## config.mk

```make
export PLATFORM = sky130hd
export DESIGN_NAME = spi_flash_reader
export DESIGN_NICKNAME = d
export VERILOG_FILES = /design/src/common/flash_pkg.sv /design/src/spi/spi_flash_reader.sv
export SDC_FILE = /design/constraint.sdc
export NUM_CORES = 1
export LEC_CHECK = 0
export BUFFER_PORTS_ARGS = -buffer_cell sky130_fd_sc_hd__buf_2
export CAP_MARGIN = 20
export CORE_UTILIZATION = 49
export DETAILED_ROUTE_END_ITERATION = 10
export PLACE_DENSITY_LB_ADDON = 0.2
export SLEW_MARGIN = 0
export SYNTH_ARGS = -nofsm -noshare
export SYNTH_HDL_FRONTEND = slang
export SYNTH_SLANG_ARGS = --single-unit
```

## constraint.sdc

```tcl
create_clock -name MCLK -period 1.79 [get_ports MCLK]
set_input_delay 0.358 -clock MCLK [delete_from_list [all_inputs] [get_ports MCLK]]
set_output_delay 0.358 -clock MCLK [all_outputs]
set_load 0.1 [all_outputs]
```

## src/common/flash_pkg.sv

```systemverilog
package flash_pkg;

    localparam logic [7:0] READ_OPCODE = 8'h03;   // plain read, one bit per clock

    localparam int CMD_BITS = 32;                  // opcode byte plus 24-bit address
    localparam int CMD_CNT_W = $clog2(CMD_BITS);

    localparam int IMAGE_W = 3;
    localparam int PAGE_W = 12;
    localparam int OFFSET_W = 7;                   // 128 bytes per page

    typedef logic [IMAGE_W-1:0] image_t;
    typedef logic [PAGE_W-1:0] page_t;

    localparam page_t BOOT_PAGE = 12'h805;         // bootloader occupies 805h..808h

    // byte address layout of one image in the flash
    typedef struct packed {
        logic [1:0]          pad;                  // always zero
        image_t              image;
        page_t               page;
        logic [OFFSET_W-1:0] offset;
    } flash_addr_t;

    typedef struct packed {
        logic cs_n;
        logic sck;
        logic mosi;
    } spi_pins_t;

endpackage

```

## src/spi/spi_flash_reader.sv

```systemverilog
`timescale 1ns/1ps

module spi_flash_reader (
    input  logic                  MCLK,
    input  logic                  rst_n,
    input  logic                  start,
    input  logic                  stop,
    input  flash_pkg::flash_addr_t addr,
    input  logic                  bit_req,
    output logic                  bit_valid,
    output logic                  bit_data,
    output flash_pkg::spi_pins_t  spi,
    input  logic                  miso
);
    import flash_pkg::*;

    typedef enum logic [2:0] {
        RD_IDLE,
        RD_CMD_LO,
        RD_CMD_HI,
        RD_WAIT,
        RD_DAT_LO,
        RD_DAT_HI
    } rd_state_t;

    rd_state_t            state;
    logic [CMD_BITS-1:0]  cmd_word;
    logic [CMD_BITS-1:0]  shift_q;                 // remaining command bits, msb next
    logic [CMD_CNT_W-1:0] cnt_q;

    assign cmd_word = {READ_OPCODE, addr};

    always_ff @(posedge MCLK)
    begin
        if (!rst_n)
        begin
            state <= RD_IDLE;
            cnt_q <= '0;
            bit_valid <= 1'b0;
            spi <= '{cs_n: 1'b1, sck: 1'b1, mosi: 1'b0};
        end
        else
        begin
            bit_valid <= 1'b0;
            if (stop)
            begin
                spi.cs_n <= 1'b1;
                spi.sck <= 1'b1;
                state <= RD_IDLE;
            end
            else
            begin
                case (state)
                    RD_IDLE:
                        if (start)
                        begin
                            spi.cs_n <= 1'b0;
                            spi.sck <= 1'b0;
                            spi.mosi <= cmd_word[CMD_BITS-1];
                            cnt_q <= '0;
                            state <= RD_CMD_LO;
                        end
                    RD_CMD_LO:
                    begin
                        spi.sck <= 1'b1;                // flash latches mosi here
                        state <= RD_CMD_HI;
                    end
                    RD_CMD_HI:
                        if (cnt_q == CMD_CNT_W'(CMD_BITS - 1))
                            state <= RD_WAIT;
                        else
                        begin
                            spi.sck <= 1'b0;
                            spi.mosi <= shift_q[CMD_BITS-1];
                            cnt_q <= cnt_q + 1'b1;
                            state <= RD_CMD_LO;
                        end
                    RD_WAIT:
                        if (bit_req && !bit_valid)      // skip the cycle that delivers a bit
                        begin
                            spi.sck <= 1'b0;
                            state <= RD_DAT_LO;
                        end
                    RD_DAT_LO:
                    begin
                        spi.sck <= 1'b1;
                        state <= RD_DAT_HI;
                    end
                    RD_DAT_HI:
                    begin
                        bit_valid <= 1'b1;
                        state <= RD_WAIT;
                    end
                    default:
                        state <= RD_IDLE;
                endcase
            end
        end
    end

    always_ff @(posedge MCLK)
    begin
        if (state == RD_IDLE && start)
            shift_q <= {cmd_word[CMD_BITS-2:0], 1'b0};
        else if (state == RD_CMD_HI)
            shift_q <= shift_q << 1;
        if (state == RD_DAT_HI)
            bit_data <= miso;                          // sampled while sck is high
    end

endmodule

```

==> reports/qor.yml <==
status: "finished, final reports clean"
post-dp-hpwl_um: 2340
clockBufferDepth: 2
r2r_end: "cnt_q[0]"
core_area_mm2: 0.00372
syn_nets: 238
routedWlPerCell_um: 11.3
cts_resized: 0
postSynthCellCount: 206
drtIter0Drc: 71
fin_setup_tns_ns: 0
synth_edf_count: 25
ys_ff_latch: 44
slew_violations: 0
start_util_pct: 52.1
post_cts_buffers: 0
leakagePower_nw: 1.06
hold_depth: 1
hp-start: "miso"
syn_area_mm2: 0.00194
grt_start_max_net_pins: 27
ios: 35
grt_pass1_wl_um: 6040
antenna_found_initial: 0
overflow: 0
clk_latency_ns: 0.29
gp_congestion: 0.779
synthFlopType: "edfxtp_1"
syn2layout_area_growth_pct: 22.4
setup_viol: 0
first_pass_iters: 4
critical_path_required_ns: 1.98
arrival_ns: 1.84
drive_above_1_share_pct: 24.1
antennaDiodeCount: 0
die_w_um: 64.9
fin_crit_sh_pct: 92.3
port_buffers: 34
fin_worst_skew_ns: 0.00480
die_height_um: 64.9
worstSetupPathType: "reg -> reg"
synth_top_cell_by_area: "edfxtp_1"
path_max_fanout: 5
synth-async-reset-ratio_pct: 0
final-seq-area_mm2: 0.00113
cap_violations: 0
grt_pass1_vias: 1405
drc: 0
yosys-top-cells-count: "93 x nand2_1, 25 x edfxtp_1, 19 x dfxtp_1"
hold_class: "in -> reg"
hold_buffers: 0
critPathLaunch: "cnt_q[0]"
relSlewSlack_pct: 67.6
cts_buffers: 5
cts.sinks: 44
hold_violations: 0
power_mw: 2.33
max-vdd-ir-drop_v: 0.000569
r2r_slack_ns: 0.14
num_vias: 1447
crit_path_end: "cnt_q[0]"
via_per_inst: 4.87
multi_input_area_um2: 736
n_fill_cell: 321
std_cell_rows: 22
power_density_mw_per_mm2: 982
cts.clk_slew.worst_paths_ns: 0.08
nNetsFinal: 280
worstMarginPinSlew_ns: 0.489
cts_root_buf: "clkbuf_8"
fin_crit_ns: 1.65
ys_seq_area_share_pct: 58.4
grt_usage_pct: 18.9
yosys-top-cells-area: "edfxtp_1 39%, dfxtp_1 20%, nand2_1 18%"
drt.antenna.violating_nets: 0
synth_top_area_share_pct: 38.8
cts_tree: "built"
rsz0062_at_grt: "false"
cp-end-kind: "flop"
r2r-start: "cnt_q[0]"
yosysWarnings: 0
die_area_mm2: 0.00421
syn_avg_cell_area_um2: 9.40
start_kind: "flop"
ys_types: 32
r2r_cells: 7
fmax_ghz: 0.605
htreeDepth: 2
drt-total-wl_um: 3360
synth.most_common_cell: "nand2_1"
[metrics by stage]
step / area [um2] / setup WS, ns / hold slack [ns] / instances / utilization [%]
6_report: 2370 / 0.138 / 0.246 / 297 / 63.8
4_1_cts: 2370 / 0.0128 / 0.237 / 297 / 63.7
2_1_floorplan: 1940 / 0.142 / 0.429 / 206 / -
3_3_place_gp: 2220 / 0.0779 / 0.437 / 289 / 59.7
3_5_place_dp: 2220 / 0.0510 / 0.439 / 289 / 59.7
5_1_grt: 2370 / 0.0192 / 0.234 / 297 / 63.8
[area by class of cell]
| class | instances | share of cell area (%) |
|---|---|---|
| sequential | 44 | 47.7 |
| multi-input combinational | 151 | 31.0 |
| timing repair buffer | 45 | 12.2 |
| clock buffer | 7 | 5.02 |
| tap | 48 | 2.53 |
| clock inverter | 1 | 1.27 |
| inverter | 1 | 0.158 |
[state kept, by name, summed over array words and instances (netlist names)]
name and flops:
spi 3, shift_q 31, bit_valid 1, bit_data 1, cnt_q 5, state 3
[power by group]
part | internal [mW] | switching, mW | total, mW
logic | 0.103 | 0.147 | 0.250
registers | 1.15 | 0.0201 | 1.17
clock network | 0.585 | 0.319 | 0.904
total | 1.84 | 0.485 | 2.33
[worst min-delay path by stage]
stage | endpoint
after floorplan | shift_q[27]
after global placement | shift_q[25]
after detailed placement | spi[2]
after CTS | bit_data
after global routing | bit_data
final | bit_data
[layout by cell type, fill, tap and decap left out]
master	n
nand2_2	1
nor2b_2	1
edfxtp_1	25
a21o_1	1
o21ai_1	2
bufinv_16	1
dfxtp_1	19
o21a_2	1
nor2b_1	1
nor2_2	1
and2_1	2
clkbuf_8	5
nand2_1	92
mux2i_1	2
and3_1	2
nor3_1	2
inv_1	1
ha_1	2
buf_2	34
a21oi_1	6
buf_12	3
nor2_1	8
o21ba_2	1
nand4_1	1
nand4b_1	1
a21boi_1	4
buf_4	8
nand3_1	9
nand2b_1	3
a211oi_1	2
o211a_1	1
o21ai_0	1
clkbuf_16	2
o32a_1	1
or3b_1	1
nor3_4	1
nor3b_2	1
[per-layer routing]
layer / global-route usage, % / vias to the layer above / part of all wire (%)
met1: 24.2 / 642 / 50
met3: 3.35 / 4 / 3.6
met2: 31.4 / 30 / 45
met5: 0 / - / 0
met4: 7.50 / 0 / 1.1
li1: - / 771 / -
[worst max-delay path: stages, from the launching register on]
cell,delay [ns]
dfxtp_1,0.34
ha_1,0.23
and3_1,0.18
ha_1,0.20
nor2b_2,0.18
o21a_2,0.20
mux2i_1,0.08
and2_1,0.15
[cells by family (layout without fill, tap and decap cells)]
group / count (synthesis) / after routing / share of synthesized area (%)
adders and majority gates: 2 / 2 / 1.29
and+or+nand+nor: 127 / 127 / 28.4
buffers and inverters: 11 / 54 / 3.94
muxes: 2 / 2 / 1.03
AOI/OAI and AO/OA: 20 / 20 / 6.98
DFF: 44 / 44 / 58.4
Note: power is estimated with default switching activity, not from simulation.
