`src/common/flash_pkg.sv`:
```
package flash_pkg;

    localparam logic [7:0] READ_OPCODE = 8'h03;   // plain read, one bit per clock

    localparam int CMD_BITS = 32;                  // opcode byte plus 24-bit address
    localparam int CMD_CNT_W = $clog2(CMD_BITS);

    localparam int IMAGE_W = 3;
    localparam int PAGE_W = 12;
    localparam int OFFSET_W = 7;                   // 128 bytes per page

    typedef logic [IMAGE_W-1:0] image_t;
    typedef logic [PAGE_W-1:0] page_t;

    localparam page_t BOOT_PAGE = 12'h805;         // bootloader occupies 805h..808h

    // byte address layout of one image in the flash
    typedef struct packed {
        logic [1:0]          pad;                  // always zero
        image_t              image;
        page_t               page;
        logic [OFFSET_W-1:0] offset;
    } flash_addr_t;

    typedef struct packed {
        logic cs_n;
        logic sck;
        logic mosi;
    } spi_pins_t;

endpackage

```
`src/common/bubble_pkg.sv`:
```
package bubble_pkg;

    typedef enum logic [0:0] {
        LOAD_BOOT = 1'b0,
        LOAD_PAGE = 1'b1
    } load_kind_t;

    typedef struct packed {
        load_kind_t         kind;
        flash_pkg::image_t  image;
        flash_pkg::page_t   page;                  // ignored for a boot load
    } load_req_t;

    localparam int BUF_AW = 15;

    typedef logic [BUF_AW-1:0] buf_addr_t;

    // one bit into the bubble output buffer
    typedef struct packed {
        logic      en;
        buf_addr_t addr;
        logic      data;
    } buf_wr_t;

    localparam buf_addr_t BOOT_BUF_BASE = 15'd4106;
    localparam buf_addr_t PAGE_BUF_BASE = 15'd14336;

    localparam int BOOT_BITS = 2656;
    localparam int MAP_BITS = 1200;                // error map, follows the bootloader
    localparam int PREAMBLE_BITS = 6;
    localparam int PAGE_BITS = 1030;

    localparam int MAP_DEPTH = 4096;
    localparam int MAP_AW = $clog2(MAP_DEPTH);

    // largest section is the bootloader
    localparam int BIT_CNT_W = $clog2(BOOT_BITS);

    typedef logic [MAP_AW-1:0] map_addr_t;
    typedef logic [BIT_CNT_W-1:0] bit_cnt_t;

endpackage

```
`src/design/load_sequencer.sv`:
```
`timescale 1ns/1ps

module load_sequencer (
    input  logic                    MCLK,
    input  logic                    rst_n,
    input  logic                    req,
    input  bubble_pkg::load_req_t   request,
    output logic                    ack,
    output logic                    rd_start,
    output logic                    rd_stop,
    output flash_pkg::flash_addr_t  rd_addr,
    output logic                    bit_req,
    input  logic                    bit_valid,
    input  logic                    bit_data,
    output logic                    map_clear,
    output logic                    map_wr_en,
    output logic                    map_wr_data,
    output logic                    map_rd_en,
    input  logic                    map_rd_data,
    output bubble_pkg::buf_wr_t     buf_wr
);
    import flash_pkg::*;
    import bubble_pkg::*;

    typedef enum logic [2:0] {
        S_IDLE,
        S_BOOT,
        S_PG_START,
        S_PG_WAIT,
        S_PG_EVAL,
        S_PG_BIT,
        S_FINISH,
        S_ACK
    } seq_state_t;

    seq_state_t state;
    bit_cnt_t   cnt;
    logic       stage2;                            // error map in a boot, data in a page
    buf_addr_t  addr_q;
    logic       last_bit;

    assign last_bit = (state == S_BOOT && stage2 && cnt == bit_cnt_t'(MAP_BITS - 1)) ||
                      (state == S_PG_BIT && cnt == bit_cnt_t'(PAGE_BITS - 1));

    // cs_n goes high together with the final buffer write
    assign rd_stop = bit_valid && last_bit;

    assign map_wr_data = buf_wr.data;

    always_ff @(posedge MCLK)
    begin
        if (!rst_n)
        begin
            state <= S_IDLE;
            ack <= 1'b0;
            rd_start <= 1'b0;
            bit_req <= 1'b0;
            map_clear <= 1'b0;
            map_wr_en <= 1'b0;
            map_rd_en <= 1'b0;
            buf_wr <= '0;
            cnt <= '0;
            stage2 <= 1'b0;
            addr_q <= '0;
        end
        else
        begin
            rd_start <= 1'b0;
            map_clear <= 1'b0;
            map_wr_en <= 1'b0;
            map_rd_en <= 1'b0;
            buf_wr.en <= 1'b0;
            case (state)
                S_IDLE:
                    if (req)
                    begin
                        map_clear <= 1'b1;
                        rd_start <= 1'b1;
                        cnt <= '0;
                        stage2 <= 1'b0;
                        if (request.kind == LOAD_BOOT)
                        begin
                            addr_q <= BOOT_BUF_BASE;
                            bit_req <= 1'b1;           // reader waits out the command
                            state <= S_BOOT;
                        end
                        else
                        begin
                            addr_q <= PAGE_BUF_BASE;
                            state <= S_PG_START;
                        end
                    end
                S_BOOT:
                    if (bit_valid)
                    begin
                        buf_wr <= '{en: 1'b1, addr: addr_q, data: bit_data};
                        addr_q <= addr_q + 1'b1;
                        map_wr_en <= stage2;
                        if (last_bit)
                        begin
                            bit_req <= 1'b0;
                            state <= S_FINISH;
                        end
                        else if (!stage2 && cnt == bit_cnt_t'(BOOT_BITS - 1))
                        begin
                            stage2 <= 1'b1;
                            cnt <= '0;
                        end
                        else
                            cnt <= cnt + 1'b1;
                    end
                S_PG_START:
                begin
                    map_rd_en <= 1'b1;                 // table counter cleared by now
                    state <= S_PG_WAIT;
                end
                S_PG_WAIT:
                    state <= S_PG_EVAL;
                S_PG_EVAL:
                    if (stage2 && map_rd_data)
                    begin
                        bit_req <= 1'b1;
                        map_rd_en <= 1'b1;             // prefetch the next entry
                        state <= S_PG_BIT;
                    end
                    else
                    begin
                        // bad loop writes 0, good preamble entry writes 1
                        buf_wr <= '{en: 1'b1, addr: addr_q, data: map_rd_data};
                        addr_q <= addr_q + 1'b1;
                        map_rd_en <= 1'b1;
                        state <= S_PG_WAIT;
                        if (map_rd_data)
                        begin
                            if (cnt == bit_cnt_t'(PREAMBLE_BITS - 1))
                            begin
                                stage2 <= 1'b1;
                                cnt <= '0;
                            end
                            else
                                cnt <= cnt + 1'b1;
                        end
                    end
                S_PG_BIT:
                    if (bit_valid)
                    begin
                        buf_wr <= '{en: 1'b1, addr: addr_q, data: bit_data};
                        addr_q <= addr_q + 1'b1;
                        if (last_bit)
                        begin
                            bit_req <= 1'b0;
                            state <= S_FINISH;
                        end
                        else
                        begin
                            cnt <= cnt + 1'b1;
                            if (map_rd_data)
                                map_rd_en <= 1'b1;     // next loop good, keep streaming
                            else
                            begin
                                bit_req <= 1'b0;
                                state <= S_PG_WAIT;    // spaces the zero write
                            end
                        end
                    end
                S_FINISH:
                begin
                    ack <= 1'b1;
                    state <= S_ACK;
                end
                S_ACK:
                    if (!req)
                    begin
                        ack <= 1'b0;
                        state <= S_IDLE;
                    end
                default:
                    state <= S_IDLE;
            endcase
        end
    end

    always_ff @(posedge MCLK)
    begin
        if (state == S_IDLE && req)
        begin
            rd_addr.pad <= '0;
            rd_addr.image <= request.image;
            rd_addr.page <= (request.kind == LOAD_BOOT) ? BOOT_PAGE : request.page;
            rd_addr.offset <= '0;
        end
    end

endmodule

```
`config.mk`:
```
export PLATFORM = sky130hd
export DESIGN_NAME = load_sequencer
export DESIGN_NICKNAME = d
export VERILOG_FILES = /design/src/common/flash_pkg.sv /design/src/common/bubble_pkg.sv /design/src/design/load_sequencer.sv
export SDC_FILE = /design/constraint.sdc
export NUM_CORES = 1
export LEC_CHECK = 0
export ABC_AREA = 1
export ABC_CLOCK_PERIOD_IN_PS = 2300
export BUFFER_PORTS_ARGS = -buffer_cell sky130_fd_sc_hd__buf_2
export CAP_MARGIN = 0
export CORE_MARGIN = 2
export CORE_UTILIZATION = 50
export DETAILED_ROUTE_END_ITERATION = 7
export GPL_TIMING_DRIVEN = 0
export PLACE_DENSITY = 0.73
export SLEW_MARGIN = 20
export SYNTH_ARGS = -nofsm -noshare
export SYNTH_HDL_FRONTEND = slang
export SYNTH_SLANG_ARGS = --single-unit
```
`constraint.sdc`:
```
create_clock -name MCLK -period 2.3 [get_ports MCLK]
set_input_delay 0.46 -clock MCLK [delete_from_list [all_inputs] [get_ports MCLK]]
set_output_delay 0.46 -clock MCLK [all_outputs]
set_load 0.01 [all_outputs]
```
==> results.sh <==
export IMPL_status="completed"
export IMPL_synth_compound_area_share_pct=9.51
export IMPL_slowest_delay_ns=0.30
export IMPL_grt_usage_pct=21.5
export IMPL_start_kind="register"
export IMPL_worstSkewPairLatency_ns=0.34
export IMPL_internal_power_mw=2.63
export IMPL_synth_xor_area_share_pct=1.96
export IMPL_p_leak_nw=1.93
export IMPL_yosys_warnings=0
export IMPL_cts_num_sinks=68
export IMPL_grt_pass1_vias=3019
export IMPL_fmax_mhz=466
export IMPL_sw_frac_of_total_pct=43.4
export IMPL_dp_hpwl_um=6200
export IMPL_start_util_pct=52.1
export IMPL_synth_seq_area_share_pct=42.2
export IMPL_overflow=0
export IMPL_setup_violations=0
export IMPL_die_w_um=88.6
export IMPL_pwr_share_comb_pct=43.8
export IMPL_synth_top_family_by_area="simple AND/OR/NAND/NOR gates"
export IMPL_grt_pass1_wl_um=13400
export IMPL_crit_slowest_cell="dfxtp_1"
export IMPL_drive_above_1_share_pct=22.8
export IMPL_p_per_area_nw_per_um2=1100
export IMPL_htree_levels=3
export IMPL_synthSimpleGateAreaFrac_pct=33.9
export IMPL_worst_path_most_repeated_cell="nand2_1"
export IMPL_cp_arrival_ns=1.69
export IMPL_max_vdd_ir_drop_uv=373
export IMPL_power_switching_mw=2.02
export IMPL_fillers=659
export IMPL_hold_ws_ns=0.288
export IMPL_crit_type="register to output port"
export IMPL_yosys_register_bits=68
export IMPL_synth_top_area_share_pct=29.7
export IMPL_crit_chain="buf_4 > inv_4 > nand2_2 > nor2_2 > buf_4 > nand2_1 > nand2_1 > nand2_1 > nor2_1 > buf_2"
export IMPL_finalCritPeriodShare_pct=93.4
export IMPL_hold_viol_final=0
export IMPL_io_pins=71
export IMPL_ys_flop_type="dfxtp_1"
export IMPL_antenna_found_initial=0
export IMPL_antenna_left=0
export IMPL_synthCells=494
export IMPL_antenna_cells=0
export IMPL_startpoint="state[1]"
export IMPL_grt_start_max_net_pins=17
export IMPL_clock_skew_ns=0.0108
export IMPL_required_ns=1.84
export IMPL_reg2reg_from="state[1]"
export IMPL_synth_edf_count=15
export IMPL_cap_violations=0
export IMPL_slew_violations=0
export IMPL_muxShareOfSynthArea_pct=0
export IMPL_yosysTopAreaCell="dfxtp_1"
export IMPL_synth_common_cells="nand2_1 (106), nor2_1 (67), inv_1 (61)"
export IMPL_fin_nets=599
export IMPL_synth_most_common_cell="nand2_1"
export IMPL_cts_tree="done"
export IMPL_synthAdderAreaFrac_pct=1.05
export IMPL_dp_cells=659
export IMPL_clock_power_share_pct=19.0
export IMPL_tightestPinTransition_ns=0.501
export IMPL_synth_distinct_cells=37
export IMPL_wire_per_inst_um=12.1
export IMPL_synthArstFlopShare_pct=0
export IMPL_syn_avg_cell_area_sq_um=7.24
export IMPL_num_vias=3388
export IMPL_rsz0062_at_grt="no"
export IMPL_synth_area_sq_um=3580
export IMPL_setup_tns_ns=0
export IMPL_rows=30
export IMPL_max_slew_margin_pct=66.6
export IMPL_io_buffers=61
export IMPL_crit_buf_inv=4
export IMPL_die_y_um=88.6
export IMPL_dieArea_sq_um=7850
export IMPL_min_from="request[13]"
export IMPL_worst_path_max_fanout=10
export IMPL_numCtsBuffers=9
export IMPL_totalWireLength_um=8150
export IMPL_via_per_inst=5.02
export IMPL_synthTopCellsByArea="dfxtp_1 (30%), edfxtp_1 (13%), nand2_1 (11%)"
export IMPL_first_pass_iters=4
export IMPL_hold_path_class="input port to register"
export IMPL_clkTransAtPathRegs_ns=0.08
export IMPL_instances_no_fill=675
export IMPL_remaining_drc_errors=0
export IMPL_routabilityCongestion=0.922
export IMPL_crit_family="buffers and inverters"
export IMPL_endpoint_kind="output port"
export IMPL_core_sq_um=6870
export IMPL_p_seq_share_pct=37.1
export IMPL_cts_root_buf="clkbuf_8"
export IMPL_area_growth_pct=18.1
export IMPL_clock_path_buffers=2
export IMPL_min_period_ns=2.15
export IMPL_drt_iter0_markers=247
## sequential cells by signal, summed over array words and instances (netlist names)
register     count
rd_addr         15
map_wr_data      1
ack              1
bit_req          1
stage2           1
cnt             12
buf_wr          16
map_wr_en        1
state            3
addr_q          15
map_clear        1
map_rd_en        1
## kinds of logic after synthesis
kind of cell / count (synthesis)
simple gates: 264
buf+inv: 91
flops: 68
compound gates: 59
xor+xnor: 8
fa+ha+maj: 3
other cells: 1
## worst paths after layout
kind | cells past startpoint | endpoint | slack, ns
worst min register to register | 2 | buf_wr[2] | 0.46
worst max-delay path | 10 | rd_stop | 0.15
worst min-delay path | 1 | rd_addr[20] | 0.29
worst max register to register | 9 | addr_q[7] | 0.46
## repair_timing
action,CTS,global route
endpoints found under the setup margin,0,5
buffers inserted,0,0
hold buffers,0,0
resized for setup,0,4
## per-stage QoR
step           setup WS (ns)  util, %  total power, mW  cell area (sq um)
6_report               0.152     61.5             4.65               4230
5_1_grt               0.0194     61.5             5.04               4230
4_1_cts                0.107     61.3             4.67               4210
3_5_place_dp           0.189     58.8             3.78               4040
3_3_place_gp          -0.149     58.7             3.75               4030
2_1_floorplan          0.317        -             3.21               3610
## layout make-up
cell class	instances	area, sq um	share of cell area [%]
buffer	22	141	3.35
sequential	68	1510	35.8
multi-input combinational	343	1710	40.5
clock inverter	7	51.3	1.21
inverter	69	262	6.19
timing repair buffer	61	305	7.23
clock buffer	9	124	2.93
tap	96	120	2.84
## routing by layer
| layer | vias up | routed length (um) | GRT usage (%) |
|---|---|---|---|
| met4 | 0 | 113 | 7.30 |
| met5 | - | 0 | 0 |
| met1 | 1518 | 3780 | 28.7 |
| met3 | 13 | 539 | 3.64 |
| met2 | 116 | 3720 | 35.5 |
| li1 | 1741 | - | - |
## power groups by stage
| stage | combinational, mW | clock, mW | sequential, mW |
|---|---|---|---|
| finish | 2.04 | 0.885 | 1.73 |
| CTS | 2.04 | 0.906 | 1.73 |
| global placement | 2.00 | 0 | 1.75 |
| global route | 2.31 | 0.960 | 1.77 |
| detailed placement | 2.02 | 0 | 1.75 |
| floorplan | 1.40 | 0 | 1.81 |
## cell usage in the layout, fill, tap and decap left out, types with 9 or more instances in the layout
| master | n |
|---|---|
| a211oi_1 | 12 |
| buf_2 | 63 |
| conb_1 | 9 |
| a21oi_1 | 25 |
| nand2_2 | 9 |
| edfxtp_1 | 15 |
| inv_1 | 61 |
| o21ai_1 | 9 |
| nand3_1 | 38 |
| clkbuf_8 | 9 |
| buf_4 | 15 |
| nand4_1 | 14 |
| dfxtp_1 | 52 |
| nand2_1 | 106 |
| nor3_1 | 10 |
| nor2_1 | 65 |
No activity file was read; power rests on OpenSTA's default activity.
